### src/design/spiDefines.svh
/*
 * Address map, bus widths and reset values
 * for the SPI master subsystem
 */

`ifndef SPI_DEFINES_SVH
`define SPI_DEFINES_SVH

`default_nettype none

// --------------------
// Bus widths
// --------------------
// APB address width
`define SPI_ADDR_W 16
// APB data width
`define SPI_DATA_W 32

// --------------------
// SPI block
// --------------------
// Half-period divider width
`define SPI_DIV_W 16
// Address bits 15..8 that select the SPI block
`define SPI_BLOCK_SEL 8'h03
// Divider after reset, slowest SCLK
`define SPI_DIV_RST {`SPI_DIV_W{1'b1}}

`default_nettype wire

`endif

### src/design/spiPkg.sv
/*
 * Shared types of the SPI subsystem
 * Arbiter phase, shifter phase, register offsets
 */

`default_nettype none

package spiPkg;

	// --------------------
	// APB arbiter phase
	// --------------------
	typedef enum logic [1:0] {
		ARB_IDLE   = 2'd0,
		ARB_SETUP  = 2'd1,
		ARB_ACCESS = 2'd2
	} arbState;

	// --------------------
	// Shift engine phase
	// --------------------
	// Low and high halves of each SCLK period
	typedef enum logic [1:0] {
		SH_IDLE = 2'd0,
		SH_LOW  = 2'd1,
		SH_HIGH = 2'd2,
		SH_DONE = 2'd3
	} shiftState;

	// --------------------
	// Register offsets
	// --------------------
	// Low address byte inside the SPI block
	typedef enum logic [7:0] {
		CSR_CTRL   = 8'h00,
		CSR_DIV    = 8'h04,
		CSR_TXDATA = 8'h08,
		CSR_CS     = 8'h0C,
		CSR_RXDATA = 8'h80
	} csrOffset;

endpackage

`default_nettype wire

### src/design/apbArbiter.sv
/*
 * Round-robin APB arbiter
 * Two requester ports merged onto one shared APB bus
 * Response routed back to the granted host only
 */

`timescale 1ns/1ps
`include "spiDefines.svh"
`default_nettype none

module apbArbiter
(
	input  wire                    iSysClk,
	input  wire                    rst,
	// Host A
	input  wire                    aPsel,
	input  wire                    aPenable,
	input  wire                    aPwrite,
	input  wire [`SPI_ADDR_W-1:0]  aPaddr,
	input  wire [`SPI_DATA_W-1:0]  aPwdata,
	output logic [`SPI_DATA_W-1:0] aPrdata,
	output logic                   aPready,
	output logic                   aPslverr,
	// Host B
	input  wire                    bPsel,
	input  wire                    bPenable,
	input  wire                    bPwrite,
	input  wire [`SPI_ADDR_W-1:0]  bPaddr,
	input  wire [`SPI_DATA_W-1:0]  bPwdata,
	output logic [`SPI_DATA_W-1:0] bPrdata,
	output logic                   bPready,
	output logic                   bPslverr,
	// Shared bus
	output logic                   busPsel,
	output logic                   busPenable,
	output logic                   busPwrite,
	output logic [`SPI_ADDR_W-1:0] busPaddr,
	output logic [`SPI_DATA_W-1:0] busPwdata,
	input  wire [`SPI_DATA_W-1:0]  busPrdata,
	input  wire                    busPready,
	input  wire                    busPslverr
);
	import spiPkg::*;

	arbState state;
	// Set while host B owns the current transfer
	logic    grantB;
	// Host served by the last finished transfer
	logic    lastB;
	logic    doneA;
	logic    doneB;

	// --------------------
	// Grant FSM
	// --------------------
	always_ff @(posedge iSysClk)
	begin
		if (rst)
		begin
			state  <= ARB_IDLE;
			grantB <= 1'b0;
			// A wins the first tie
			lastB  <= 1'b1;
		end
		else
		begin
			case (state)
				ARB_IDLE:
				begin
					// Tie goes to the host not served last
					if (aPsel && bPsel)
					begin
						grantB <= ~lastB;
						state  <= ARB_SETUP;
					end
					else if (aPsel || bPsel)
					begin
						grantB <= bPsel;
						state  <= ARB_SETUP;
					end
				end
				ARB_SETUP:
				begin
					state <= ARB_ACCESS;
				end
				ARB_ACCESS:
				begin
					// Stay here until the slave answers
					if (busPready)
					begin
						lastB <= grantB;
						state <= ARB_IDLE;
					end
				end
				default:
				begin
					state <= ARB_IDLE;
				end
			endcase
		end
	end

	// --------------------
	// Request mux
	// --------------------
	assign busPsel    = (state == ARB_SETUP) || (state == ARB_ACCESS);
	assign busPenable = (state == ARB_ACCESS);
	assign busPwrite  = grantB ? bPwrite : aPwrite;
	assign busPaddr   = grantB ? bPaddr  : aPaddr;
	assign busPwdata  = grantB ? bPwdata : aPwdata;

	// --------------------
	// Response routing
	// --------------------
	// Loser keeps Pready low and waits
	assign doneA = busPenable && busPready && !grantB && aPenable;
	assign doneB = busPenable && busPready && grantB && bPenable;

	assign aPready  = doneA;
	assign aPslverr = doneA && busPslverr;
	assign aPrdata  = doneA ? busPrdata : '0;

	assign bPready  = doneB;
	assign bPslverr = doneB && busPslverr;
	assign bPrdata  = doneB ? busPrdata : '0;

endmodule

`default_nettype wire

### src/design/spiCsr.sv
/*
 * SPI control/status registers on APB
 * Block decode, register file, read mux
 * Start pulse and sticky done flag
 */

`timescale 1ns/1ps
`include "spiDefines.svh"
`default_nettype none

module spiCsr
(
	input  wire                    iSysClk,
	input  wire                    rst,
	// Shared APB bus
	input  wire                    busPsel,
	input  wire                    busPenable,
	input  wire                    busPwrite,
	input  wire [`SPI_ADDR_W-1:0]  busPaddr,
	input  wire [`SPI_DATA_W-1:0]  busPwdata,
	output logic [`SPI_DATA_W-1:0] busPrdata,
	output logic                   busPready,
	output logic                   busPslverr,
	// To the shift engine
	output logic                   startPulse,
	output logic [`SPI_DIV_W-1:0]  divValue,
	output logic [7:0]             txByte,
	output logic                   csN,
	// From the shift engine
	input  wire                    busy,
	input  wire                    done,
	input  wire [7:0]              rxByte
);
	import spiPkg::*;

	csrOffset              offset;
	logic                  access;
	logic                  blockHit;
	logic                  wrEn;
	logic [`SPI_DATA_W-1:0] rdMux;

	// Register file
	logic [`SPI_DIV_W-1:0] divReg;
	logic [7:0]            txReg;
	logic                  csReg;
	logic [7:0]            rxReg;
	logic                  doneReg;
	logic                  startReg;

	// --------------------
	// Decode
	// --------------------
	assign access   = busPsel && busPenable;
	assign blockHit = (busPaddr[`SPI_ADDR_W-1:8] == `SPI_BLOCK_SEL);
	assign offset   = csrOffset'(busPaddr[7:0]);
	assign wrEn     = access && busPwrite && blockHit;

	// Zero-wait slave
	assign busPready  = access;
	// Outside the block
	assign busPslverr = access && !blockHit;

	// --------------------
	// Register write
	// --------------------
	always_ff @(posedge iSysClk)
	begin
		if (rst)
		begin
			divReg   <= `SPI_DIV_RST;
			txReg    <= 8'h00;
			csReg    <= 1'b1;
			doneReg  <= 1'b0;
			startReg <= 1'b0;
		end
		else
		begin
			// One cycle only unless set again below
			startReg <= 1'b0;
			if (wrEn)
			begin
				case (offset)
					CSR_CTRL:
					begin
						// Start ignored while a frame runs
						startReg <= busPwdata[0] && !busy;
						doneReg  <= 1'b0;
					end
					CSR_DIV:    divReg <= busPwdata[`SPI_DIV_W-1:0];
					CSR_TXDATA: txReg  <= busPwdata[7:0];
					CSR_CS:     csReg  <= busPwdata[0];
					// RXDATA is read-only and holes ignore writes
					default:    ;
				endcase
			end
			// Done pulse wins over a clearing write
			if (done)
				doneReg <= 1'b1;
		end
	end

	// Received byte latched at the end of a frame
	always_ff @(posedge iSysClk)
	begin
		if (done)
			rxReg <= rxByte;
	end

	// --------------------
	// Read mux
	// --------------------
	always_comb
	begin
		case (offset)
			CSR_CTRL:   rdMux = {{(`SPI_DATA_W-2){1'b0}}, doneReg, busy};
			CSR_DIV:    rdMux = {{(`SPI_DATA_W-`SPI_DIV_W){1'b0}}, divReg};
			CSR_TXDATA: rdMux = {{(`SPI_DATA_W-8){1'b0}}, txReg};
			CSR_CS:     rdMux = {{(`SPI_DATA_W-1){1'b0}}, csReg};
			CSR_RXDATA: rdMux = {{(`SPI_DATA_W-8){1'b0}}, rxReg};
			default:    rdMux = '0;
		endcase
	end

	assign busPrdata = (access && blockHit && !busPwrite) ? rdMux : '0;

	// --------------------
	// Outputs
	// --------------------
	assign startPulse = startReg;
	assign divValue   = divReg;
	assign txByte     = txReg;
	assign csN        = csReg;

endmodule

`default_nettype wire

### src/design/spiShifter.sv
/*
 * SPI mode 0 shift engine, MSB first, 8-bit frames
 * SCLK half-period divider and bit counter
 * MOSI shift-out and MISO capture
 */

`timescale 1ns/1ps
`include "spiDefines.svh"
`default_nettype none

module spiShifter
(
	input  wire                   iSysClk,
	input  wire                   rst,
	// Control from the register block
	input  wire                   startPulse,
	input  wire [`SPI_DIV_W-1:0]  divValue,
	input  wire [7:0]             txByte,
	output logic                  busy,
	output logic                  done,
	output logic [7:0]            rxByte,
	// SPI pins
	output logic                  sclk,
	output logic                  mosi,
	input  wire                   miso
);
	import spiPkg::*;

	shiftState            state;
	// Counts down system clocks of one SCLK half
	logic [`SPI_DIV_W-1:0] halfCnt;
	logic [2:0]           bitCnt;
	// Bit 7 is the bit on MOSI
	logic [7:0]           txShift;
	logic [7:0]           rxShift;
	logic [7:0]           rxReg;
	logic                 sclkReg;
	logic                 busyReg;
	logic                 doneReg;
	logic                 halfEnd;
	logic                 sampleEn;

	assign halfEnd = (halfCnt == '0);
	// Rising SCLK edge
	assign sampleEn = (state == SH_LOW) && halfEnd;

	// --------------------
	// Frame FSM
	// --------------------
	always_ff @(posedge iSysClk)
	begin
		if (rst)
		begin
			state   <= SH_IDLE;
			halfCnt <= '0;
			bitCnt  <= 3'd0;
			txShift <= 8'h00;
			sclkReg <= 1'b0;
			busyReg <= 1'b0;
			doneReg <= 1'b0;
		end
		else
		begin
			doneReg <= 1'b0;
			case (state)
				SH_IDLE:
				begin
					if (startPulse)
					begin
						// First bit on MOSI before the first rising edge
						txShift <= txByte;
						halfCnt <= divValue;
						bitCnt  <= 3'd0;
						busyReg <= 1'b1;
						state   <= SH_LOW;
					end
				end
				SH_LOW:
				begin
					if (halfEnd)
					begin
						sclkReg <= 1'b1;
						halfCnt <= divValue;
						state   <= SH_HIGH;
					end
					else
						halfCnt <= halfCnt - 1'b1;
				end
				SH_HIGH:
				begin
					if (halfEnd)
					begin
						sclkReg <= 1'b0;
						halfCnt <= divValue;
						if (bitCnt == 3'd7)
							state <= SH_DONE;
						else
						begin
							// Next bit out on the falling edge
							txShift <= {txShift[6:0], 1'b0};
							bitCnt  <= bitCnt + 1'b1;
							state   <= SH_LOW;
						end
					end
					else
						halfCnt <= halfCnt - 1'b1;
				end
				SH_DONE:
				begin
					txShift <= 8'h00;
					busyReg <= 1'b0;
					doneReg <= 1'b1;
					state   <= SH_IDLE;
				end
				default:
				begin
					state <= SH_IDLE;
				end
			endcase
		end
	end

	// --------------------
	// MISO capture
	// --------------------
	always_ff @(posedge iSysClk)
	begin
		if (sampleEn)
			rxShift <= {rxShift[6:0], miso};
		// Valid together with done
		if (state == SH_DONE)
			rxReg <= rxShift;
	end

	// --------------------
	// Outputs
	// --------------------
	assign sclk   = sclkReg;
	assign mosi   = txShift[7];
	assign busy   = busyReg;
	assign done   = doneReg;
	assign rxByte = rxReg;

endmodule

`default_nettype wire

### src/design/spiSubsys.sv
/*
 * SPI master subsystem top
 * Arbiter, register block and shift engine
 */

`timescale 1ns/1ps
`include "spiDefines.svh"
`default_nettype none

module spiSubsys
(
	input  wire                    iSysClk,
	input  wire                    rst,
	// Host A
	input  wire                    aPsel,
	input  wire                    aPenable,
	input  wire                    aPwrite,
	input  wire [`SPI_ADDR_W-1:0]  aPaddr,
	input  wire [`SPI_DATA_W-1:0]  aPwdata,
	output logic [`SPI_DATA_W-1:0] aPrdata,
	output logic                   aPready,
	output logic                   aPslverr,
	// Host B
	input  wire                    bPsel,
	input  wire                    bPenable,
	input  wire                    bPwrite,
	input  wire [`SPI_ADDR_W-1:0]  bPaddr,
	input  wire [`SPI_DATA_W-1:0]  bPwdata,
	output logic [`SPI_DATA_W-1:0] bPrdata,
	output logic                   bPready,
	output logic                   bPslverr,
	// SPI pins
	output logic                   sclk,
	output logic                   mosi,
	input  wire                    miso,
	output logic                   csN
);

	// --------------------
	// Shared APB bus
	// --------------------
	logic                   busPsel;
	logic                   busPenable;
	logic                   busPwrite;
	logic [`SPI_ADDR_W-1:0] busPaddr;
	logic [`SPI_DATA_W-1:0] busPwdata;
	logic [`SPI_DATA_W-1:0] busPrdata;
	logic                   busPready;
	logic                   busPslverr;

	// Register block to engine
	logic                   startPulse;
	logic [`SPI_DIV_W-1:0]  divValue;
	logic [7:0]             txByte;
	logic                   busy;
	logic                   done;
	logic [7:0]             rxByte;

	apbArbiter uArbiter
	(
		.iSysClk    (iSysClk),
		.rst        (rst),
		.aPsel      (aPsel),
		.aPenable   (aPenable),
		.aPwrite    (aPwrite),
		.aPaddr     (aPaddr),
		.aPwdata    (aPwdata),
		.aPrdata    (aPrdata),
		.aPready    (aPready),
		.aPslverr   (aPslverr),
		.bPsel      (bPsel),
		.bPenable   (bPenable),
		.bPwrite    (bPwrite),
		.bPaddr     (bPaddr),
		.bPwdata    (bPwdata),
		.bPrdata    (bPrdata),
		.bPready    (bPready),
		.bPslverr   (bPslverr),
		.busPsel    (busPsel),
		.busPenable (busPenable),
		.busPwrite  (busPwrite),
		.busPaddr   (busPaddr),
		.busPwdata  (busPwdata),
		.busPrdata  (busPrdata),
		.busPready  (busPready),
		.busPslverr (busPslverr)
	);

	spiCsr uCsr
	(
		.iSysClk    (iSysClk),
		.rst        (rst),
		.busPsel    (busPsel),
		.busPenable (busPenable),
		.busPwrite  (busPwrite),
		.busPaddr   (busPaddr),
		.busPwdata  (busPwdata),
		.busPrdata  (busPrdata),
		.busPready  (busPready),
		.busPslverr (busPslverr),
		.startPulse (startPulse),
		.divValue   (divValue),
		.txByte     (txByte),
		.csN        (csN),
		.busy       (busy),
		.done       (done),
		.rxByte     (rxByte)
	);

	spiShifter uShifter
	(
		.iSysClk    (iSysClk),
		.rst        (rst),
		.startPulse (startPulse),
		.divValue   (divValue),
		.txByte     (txByte),
		.busy       (busy),
		.done       (done),
		.rxByte     (rxByte),
		.sclk       (sclk),
		.mosi       (mosi),
		.miso       (miso)
	);

endmodule

`default_nettype wire

### config.mk
export PLATFORM = sky130hd
export DESIGN_NAME = spiSubsys
export DESIGN_NICKNAME = d
export VERILOG_FILES = /design/src/design/spiPkg.sv /design/src/design/apbArbiter.sv /design/src/design/spiCsr.sv /design/src/design/spiShifter.sv /design/src/design/spiSubsys.sv
export VERILOG_INCLUDE_DIRS = /design/src /design/src/design
export SDC_FILE = /design/constraint.sdc
export NUM_CORES = 1
export LEC_CHECK = 0
export ABC_AREA = 1
export BUFFER_PORTS_ARGS = -buffer_cell sky130_fd_sc_hd__buf_2
export CAP_MARGIN = 5
export CORE_MARGIN = 8
export CORE_UTILIZATION = 45
export CTS_CLUSTER_DIAMETER = 50
export DETAILED_ROUTE_END_ITERATION = 6
export GPL_TIMING_DRIVEN = 0
export PLACE_DENSITY = 0.72
export REMOVE_ABC_BUFFERS = 1
export SLEW_MARGIN = 20
export SYNTH_ARGS = -nofsm -noshare
export SYNTH_HDL_FRONTEND = slang
export SYNTH_SLANG_ARGS = --single-unit
export TNS_END_PERCENT = 5
### constraint.sdc
create_clock -name iSysClk -period 2.55 [get_ports iSysClk]
set_clock_uncertainty 0.15 [all_clocks]
set_input_delay 0.51 -clock iSysClk [delete_from_list [all_inputs] [get_ports iSysClk]]
set_output_delay 0.51 -clock iSysClk [all_outputs]
set_load 0.1 [all_outputs]
# Yosys cells after proc, flatten, opt, wreduce, memory -nomap -nowiden
# Index checks and enable logic that the tools add are counted.
[op_classes] addsub=2 n_eq_ne=17 mux=38 bitwise=3 reduce_logical=49
[ops] operator="$mux W16" n=5
[ops] operator="$pmux W16 S5" n=1
[ops] operator="$mux W32" n=2
[ops] operator="$pmux W16 S2" n=1
[ops] operator="$mux W8" n=3
[ops] operator="$pmux W8 S3" n=1
[ops] operator="$reduce_and A2 Y1" n=9
[ops] operator="$eq A8 B4 Y1 const B" n=2
[ops] operator="$logic_and A1 B1 Y1" n=16
[ops] operator="$logic_not A16 Y1" n=1
[ops] operator="$sub A16 B1 Y16 const B" n=1
[ops] operator="$mux W2" n=7
[ops] operator="$reduce_bool A2 Y1" n=7
[ops] operator="$mux W1" n=10
[ops] operator="$mux W3" n=3
[ops] operator="$eq A8 B2 Y1 const B" n=1
[ops] operator="$eq A8 B3 Y1 const B" n=1
[ops] operator="$eq A8 B8 Y1 const B" n=1
[ops] operator="$logic_not A8 Y1" n=1
[ops] operator="$pmux W2 S4" n=1
[ops] operator="$reduce_and A4 Y1" n=2
[ops] operator="$eq A2 B2 Y1 const B" n=3
[ops] operator="$ne A2 B2 Y1 const B" n=3
[ops] operator="$pmux W2 S3" n=1
[ops] operator="15 further kinds" n=26
[word_totals] ff_bits=87 inputBits=105 output_inout_bits=71 elab_cells=127

# Logic depth before layout (Yosys ltp)
# Gate-level depths: netlist of the first run.
[logic_depth] ltp_word=7 ltp_mapped=13 depth_no_buf=11

# Modules after synthesis
# A second synthesis of the first run with hierarchy kept.
[unflattened] hier_cells=966 hier_area_um2=5884.4
[modules_own_cells] mod="spiShifter" instances=1 cells_each=385 area_per_inst_um2=2665.1 seq_area_each_um2=1121.1
[modules_own_cells] mod="spiCsr" instances=1 cells_each=284 area_per_inst_um2=1916.8 seq_area_each_um2=780.7
[modules_own_cells] mod="apbArbiter" instances=1 cells_each=297 area_per_inst_um2=1302.5 seq_area_each_um2=80.1

# Least setup slack after synthesis of the first run
# No wires, ideal clock.
[synth_timing] path_type="input to output" start="in aPaddr[0]" end="out aPrdata[1]" arrival_time_ns=2.682 required_time_ns=1.890 setup_slack_ns=-0.792 stages=11 n_path_buf=0 path_cell_list="nor2_1 nand2_1 nand2_1 inv_1 nor2_2 nand2_1 inv_2 nor2_2 nor2_8 o21ai_1 nor2_1"
[synth_via] elab_chain_len=5 word_cells_on_any_way=9 cone_classes="4 x eq/ne; 4 x mux; 1 x reduce/logical"
[synth_rtl] item="start, declared" line="spiSubsys.sv:18" rtl="input wire [`SPI_ADDR_W-1:0] aPaddr,"
[synth_rtl] item="$mux W16 (*)" line="apbArbiter.sv:109" rtl="assign busPaddr = grantB ? bPaddr : aPaddr;"
[synth_rtl] item="$eq A8 B8 Y1, or another cell as far along" line="spiCsr.sv:114" rtl="case (offset)"
[synth_rtl] item="$pmux W16 S5 (*)" line="spiCsr.sv:114"
[synth_rtl] item="$mux W16 (*)" line="spiCsr.sv:124" rtl="assign busPrdata = (access && blockHit && !busPwrite) ? rdMux : '0;"
[synth_rtl] item="$mux W32 (*)" line="apbArbiter.sv:121" rtl="assign aPrdata = doneA ? busPrdata : '0;"
[synth_rtl] item="end, declared" line="spiSubsys.sv:20" rtl="output logic [`SPI_DATA_W-1:0] aPrdata,"
# Mark *: on every way between the ends. The rest lies on a longest branch, timed or not.

# Worst setup path after layout of the first run
[layout_timing] start="reg uArbiter.grantB" end="out bPrdata[1]"
[layout_via] elab_chain_len=6 word_cells_on_any_way=16 cone_classes="5 x eq/ne; 5 x mux; 6 x reduce/logical"
[layout_rtl] item="start, declared" line="apbArbiter.sv:47" rtl="logic grantB;"
[layout_rtl] item="start signal, assigned" line="apbArbiter.sv:73" rtl="grantB <= ~lastB;"
[layout_rtl] item="start signal, assigned" line="apbArbiter.sv:78" rtl="grantB <= bPsel;"
[layout_rtl] item="branches (longest 5 deep; another with $mux W16)"
[layout_rtl] item="$mux W32 (*)" line="apbArbiter.sv:125" rtl="assign bPrdata = doneB ? busPrdata : '0;"
[layout_rtl] item="end, declared" line="spiSubsys.sv:29" rtl="output logic [`SPI_DATA_W-1:0] bPrdata,"
# Every way passes the cells marked *.

==> summary.txt, run 1 <==
CTS
  • CTS tree: built
  • Cts-stage hold buffer count: 0
  • Clk slew on worst S/H paths: 0.07 ns
  • CTS Buf Count: 9
  • Clk buf depth: 2
  • Clk Tree Root Cell: clkbuf_16
  • H-tree Lvls: 3
  • Clk sinks: 87
  • Skew-Pair Late Insertion Delay: 0.35 ns

Layout
  • Non-filler instance count after layout: 1,035
  • Area growth syn-to-layout: 28.94%
  • Final nets: 997
  • Antenna diodes: 0
  • Layout cells sized above 1: 28.83%
  • Finished Core Util: 58.38%
  • Filler cells: 1,021

Logic synthesis
  • Post-Synth Simple-Gate Area: 41.41%
  • Complex-gate fraction of the synthesized area: 6.621%
  • YS warnings: 0
  • XOR/XNOR share of the synthesized area: 0.4913%
  • Post-synthesis cell type count: 41
  • Post-synth EDFFs: 24
  • Asr flop ratio synth: 0%
  • Synth Flop Type: dfxtp_1
  • FF+latch count, synth: 87
  • Cells after Synth: 766
  • Post-synthesis mux area share: 0%
  • Post-synthesis sequential area ratio: 37.06%
  • Avg Inst Size Synth: 6.981 sq um
  • Post-synthesis cell area: 5348 sq um
  • Post-Synth Adder-Cell Area: 2.106%
  • Combinational family with the most area after synthesis: simple AND/OR/NAND/NOR gates

Detailed routing
  • Post-Route WL: 15.57 mm
  • Via Count: 5,249
  • Final ANT Viol Nets: 0
  • WL per Instance: 15.04 microns
  • DR vias/cell: 5.071
  • Initial DRC Count: 370
  • DRC Markers: 0
  • DR pass1 iterations: 5

Min path
  • Hold crit path type: in -> reg
  • Min-delay src: miso
  • Hold Path End: uShifter.rxShift[0]$_DFFE_PP_
  • WHS Path Cells: 1

Critical path
  • R2R Setup Slk: 0.29 ns
  • Length in cells of the worst reg-to-reg path: 8
  • Crit Path Class: reg -> out
  • Worst setup EP type: output port
  • Critical Path Start Type: flip-flop
  • Worst r2r dst: uShifter.halfCnt[0]$_SDFFE_PP0P_
  • Arrival time at the worst endpoint: 2.32 ns
  • Crit Reg-Reg Startpoint: uShifter.state[1]$_SDFFE_PP0P_
  • Crit-path max FO: 8
  • CP required: 1.89 ns

STA
  • Slew of the pin with the lowest slew margin: 0.8181 ns
  • Rel. slew slack: 45.17%
  • Minimum clock period: 2.983 ns
  • RSZ-0062 raised after global routing: yes
  • WHS: 0.1903 ns
  • Max-slew violations: 0
  • Final period utilization: 117.0%
  • Final-report hold violation count: 0
  • Max Freq: 335.2 MHz
  • Worst setup margin: -0.4330 ns
  • Final setup vio count: 32

GRT
  • Gr usage total: 18.92%
  • Largest net degree at the start of global routing: 34
  • Vias in the first global route: 5,011
  • Antenna violations before repair: 0
  • GRT overflow: 0
  • First-pass GRT wire length: 24.57 mm

Placement
  • IO Port Bufs: 111
  • Gpl congestion: 0.8649
  • Placed Cells: 999
  • Worst slack, placed: -1.432 ns
  • DP Wirelength: 10.05 mm

Die
  • Die width: 125.0 microns
  • DIE HEIGHT: 125.0 microns
  • FP Rows: 40
  • Core area: 11,810 sq um
  • I/O Pins: 176
  • Die area: 15,630 sq um
  • Starting density of the core: 45.28%

Job
  • Number of max-cap violations: 0

Run status
  • Status: finished, violations left
  • Failing checks: negative setup slack

Power
  • Overall power: 6176 uW
  • Power Dens Cells: 895.7 nW/um^2
  • VDD IR max: 0.0006470 V
  • Static Leak: 0.003341 uW
==> registers in the layout (all words and copies together) (netlist names), 2 cells and up <==
signal            count
uCsr.divValue        16
uShifter.halfCnt     16
uCsr.rxReg            8
uCsr.txByte           8
uShifter.rxByte       8
uShifter.rxShift      8
uShifter.txShift      8
uShifter.bitCnt       3
uArbiter.state        2
uShifter.state        2
==> per-stage QoR <==
step	setup TNS [ns]	cell area [sq um]
3_3_place_gp	-60.39	5819
5_1_grt	-14.60	6895
2_1_floorplan	-42.36	5080
3_5_place_dp	-59.60	5819
6_report	-11.22	6895
4_1_cts	-7.801	6664
==> report_power, final <==
group / total [uW] / internal (uW) / switching (uW)
logic: 3060 / 954 / 2100
clock network: 1340 / 701 / 637
registers: 1780 / 1620 / 163
==> cells by family after synthesis <==
group                      count (synthesis)
other                                      1
AOI/OAI and AO/OA                         65
and+or+nand+nor                          473
buffers and inverters                    128
adders and majority gates                  9
DFF                                       87
xor gates and xnor gates                   3
==> worst max-delay path, cell delays in order, from the launching register on <==
cell	delay, ns
dfxtp_4	0.45
buf_6	0.15
nand2_4	0.06
o21ai_4	0.07
nand2_1	0.09
nor2_2	0.18
nand2_2	0.10
inv_4	0.09
nor2_4	0.05
nor2_8	0.23
o21ai_2	0.10
nor2_1	0.15
buf_6	0.25
==> cell usage in the layout, fill, tap and decap left out, types with 16 or more instances in the layout <==
cell type	netlist	layout
edfxtp_1	24	24
buf_2	3	75
nor2_1	114	96
nand2_1	218	202
conb_1	1	32
buf_6	3	24
inv_1	63	61
o21ai_0	25	25
nand4_1	16	16
dfxtp_1	63	62
nand3_1	60	58
a21oi_1	30	30
nand2_2	18	25
==> cell usage after synthesis, types with 2 or more instances <==
cell,n,area share (%)
xnor2_1,3,0.49
nand2_4,4,0.84
nand3_2,12,2.2
a21oi_1,30,2.8
nand3b_1,2,0.28
nand2_1,218,15
or2_2,8,0.94
buf_6,3,0.63
a211oi_1,2,0.28
buf_4,35,4.9
nand4_1,16,1.9
nor2_2,2,0.23
nand2_2,18,2.1
nor3_1,4,0.37
nor2_1,114,8.0
clkbuf_1,14,0.98
dfxtp_1,63,24
nor2_8,3,1.1
nor2_4,4,0.84
buf_2,3,0.28
nand3_1,60,5.6
o21ai_1,3,0.28
nor3_2,2,0.37
edfxtp_1,24,13
o21ai_0,25,2.3
ha_1,9,2.1
and2_1,2,0.23
inv_1,63,4.4
inv_2,8,0.56
==> area by class of cell <==
class / count / area, sq um / area share [%]
flip-flops and latches: 87 / 1986 / 28.80
clock buffers: 9 / 225.2 / 3.266
inverters: 72 / 287.8 / 4.173
repair inverters: 1 / 8.758 / 0.1270
clock inverters: 7 / 91.34 / 1.325
repair buffers: 130 / 1074 / 15.57
well taps: 147 / 183.9 / 2.667
multi-input cells: 582 / 3039 / 44.08
==> repair_timing <==
action | in CTS | in global routing
gates cloned | 1 | 0
resized for setup | 108 | 60
setup buffers | 17 | 2
setup endpoints to repair | 77 | 64
pin swaps | 11 | 8
==> worst max-delay path by stage <==
stage                                  from    endpoint  slack (ns)
6_report       uArbiter.grantB$_SDFFE_PP0P_  bPrdata[1]       -0.43
5_1_grt        uArbiter.grantB$_SDFFE_PP0P_  bPrdata[1]       -0.53
4_1_cts        uArbiter.grantB$_SDFFE_PP0P_  bPrdata[1]       -0.31
3_5_place_dp   uArbiter.grantB$_SDFFE_PP0P_  aPrdata[2]       -1.43
3_3_place_gp   uArbiter.grantB$_SDFFE_PP0P_  aPrdata[6]       -1.41
2_1_floorplan  uArbiter.grantB$_SDFFE_PP0P_  aPrdata[2]       -1.30
==> layer usage <==
metal | GRT usage [%] | wire, microns
met5 | 0 | 0
met4 | 6.017 | 296
met3 | 4.292 | 1069
met2 | 33.72 | 7681
met1 | 22.00 | 6521
Power figures use the tool's default switching activity.
==> run 2, diff against run 1 <==
Settings changed: CORE_ASPECT_RATIO set to 0.75.
==> summary.txt, run 2 (synthesis results as in run 1) <==
Run status
  • Status: finished, violations left
  • Failing checks: negative setup slack

GRT
  • First-pass GRT wire length: 24.98 mm
  • GRT overflow: 0
  • Vias in the first global route: 5,082
  • Largest net degree at the start of global routing: 34
  • Antenna violations before repair: 0
  • Gr usage total: 19.48%

STA
  • WHS: 0.1886 ns
  • Max Freq: 345.2 MHz
  • Minimum clock period: 2.897 ns
  • RSZ-0062 raised after global routing: yes
  • Rel. slew slack: 44.39%
  • Max-slew violations: 0
  • Final period utilization: 113.6%
  • Setup tns final: -9.255 ns
  • Worst setup margin: -0.3473 ns
  • Final setup vio count: 34
  • Final-report hold violation count: 0
  • Slew of the pin with the lowest slew margin: 0.8297 ns

CTS
  • Clk sinks: 87
  • Clk slew on worst S/H paths: 0.07 ns
  • Clk Tree Root Cell: clkbuf_16
  • Cts-stage hold buffer count: 0
  • Clk buf depth: 2
  • CTS Buf Count: 9
  • Skew-Pair Late Insertion Delay: 0.35 ns
  • H-tree Lvls: 3
  • CTS tree: built

Critical path
  • CP required: 1.89 ns
  • Worst setup EP type: output port
  • Crit Path Class: reg -> out
  • Critical Path Start Type: flip-flop
  • Crit-path max FO: 8
  • Arrival time at the worst endpoint: 2.24 ns

Power
  • Switching pwr: 2908 uW
  • Register share of total power: 28.4%
  • Clock power share: 22.2%
  • Switch share: 46.23%
  • VDD IR max: 0.0005103 V
  • Power Dens Cells: 876.7 nW/um^2
  • Internal power: 3383 uW
  • Static Leak: 0.003464 uW
  • Logic pwr share: 49.4%

Layout
  • Layout cells sized above 1: 31.41%
  • Multi-input logic area: 3147 sq um
  • Commonest non-fill, non-tap cell in the layout: nand2_1
  • Filler cells: 993
  • Sequential Area: 1986 sq um
  • Most frequent cells in the layout: 196 x nand2_1, 92 x nor2_1, 75 x buf_2, 62 x dfxtp_1, 60 x inv_1
  • Area growth syn-to-layout: 34.16%
  • Antenna diodes: 0
  • Final nets: 1,010

Detailed routing
  • DRC Markers: 0
  • DR vias/cell: 5.030
  • Initial DRC Count: 399
  • WL met2: 7.971 mm
  • Max layer used: met4
  • WL met3: 1.127 mm
  • WL met1: 7.071 mm
  • DR pass1 iterations: 4
  • Post-Route WL: 16.39 mm
  • WL per Instance: 15.42 microns
  • Final ANT Viol Nets: 0
  • Via Count: 5,347

Placement
  • IO Port Bufs: 111
  • Worst slack, placed: -1.548 ns
  • DP Wirelength: 10.28 mm
  • Gpl congestion: 0.8527

Die
  • Die area: 15,660 sq um
  • Starting density of the core: 46.05%
  • DIE HEIGHT: 110.4 microns
  • Core area: 11,610 sq um
  • Die width: 141.9 microns
  • I/O Pins: 176
  • FP Rows: 34

Job
  • Number of max-cap violations: 0

Min path
  • Hold crit path type: in -> reg
[run 2: repair_timing]
item	CTS	global route
pin swaps	15	19
resized for setup	119	89
endpoints found under the setup margin	77	69
buffers inserted	20	10
endpoints found under the hold margin	0	0
cloned	2	1
[run 2: per-stage QoR]
step                      instance area [sq um]  cells  total power, uW  utilization (%)
after detailed placement                   5838   1014             4697            50.27
after global routing                       7174   1063             6800            61.78
final                                      7174   1063             6290            61.78
after CTS                                  6755   1052             6166            58.17
after floorplan                            5080    741             4107                -
after global placement                     5838   1014             4665            50.27
[run 2: critical path: stages (launching register included)]
cell	delay, ns
dfxtp_4	0.38
buf_12	0.14
inv_6	0.05
nor2_4	0.09
nand2_4	0.08
nand2_4	0.10
nand2_4	0.07
nor2_2	0.16
nor2_4	0.08
nor2_8	0.21
buf_6	0.13
nand2_4	0.06
nor2_4	0.12
buf_12	0.19
[run 2: layout make-up]
cell class / count / area share (%)
repair inverters: 2 / 0.2442
clock buffers: 9 / 3.139
inverters: 72 / 4.133
multi-input cells: 583 / 43.86
clock inverters: 7 / 1.203
well taps: 162 / 2.825
repair buffers: 141 / 16.92
flip-flops and latches: 87 / 27.68
[run 2: power by group through the flow]
stage                     sequential, uW  clock (uW)  combinational, uW
after floorplan                     1810           0               2290
after global placement              1820           0               2850
after detailed placement            1820           0               2880
after CTS                           1780        1390               2990
after global routing                1810        1460               3520
final                               1790        1400               3110
[run 2: worst paths after layout]
kind                              endpoint  slack, ns  depth (start not counted)                     startpoint
max                             bPrdata[6]      -0.35                         13   uArbiter.grantB$_SDFFE_PP0P_
min          uShifter.rxShift[0]$_DFFE_PP_       0.19                          1                           miso
max reg2reg    uCsr.txByte[0]$_SDFFE_PP0P_       0.20                         11   uArbiter.grantB$_SDFFE_PP0P_
min reg2reg   uShifter.rxByte[7]$_DFFE_PP_       0.27                          0  uShifter.rxShift[7]$_DFFE_PP_
[run 2: per-layer routing]
| layer | vias to the layer above | GRT usage, % |
|---|---|---|
| met5 | - | 0 |
| met4 | 0 | 4.140 |
| met3 | 25 | 5.981 |
| met2 | 172 | 32.46 |
| met1 | 2505 | 24.21 |
| li1 | 2645 | - |
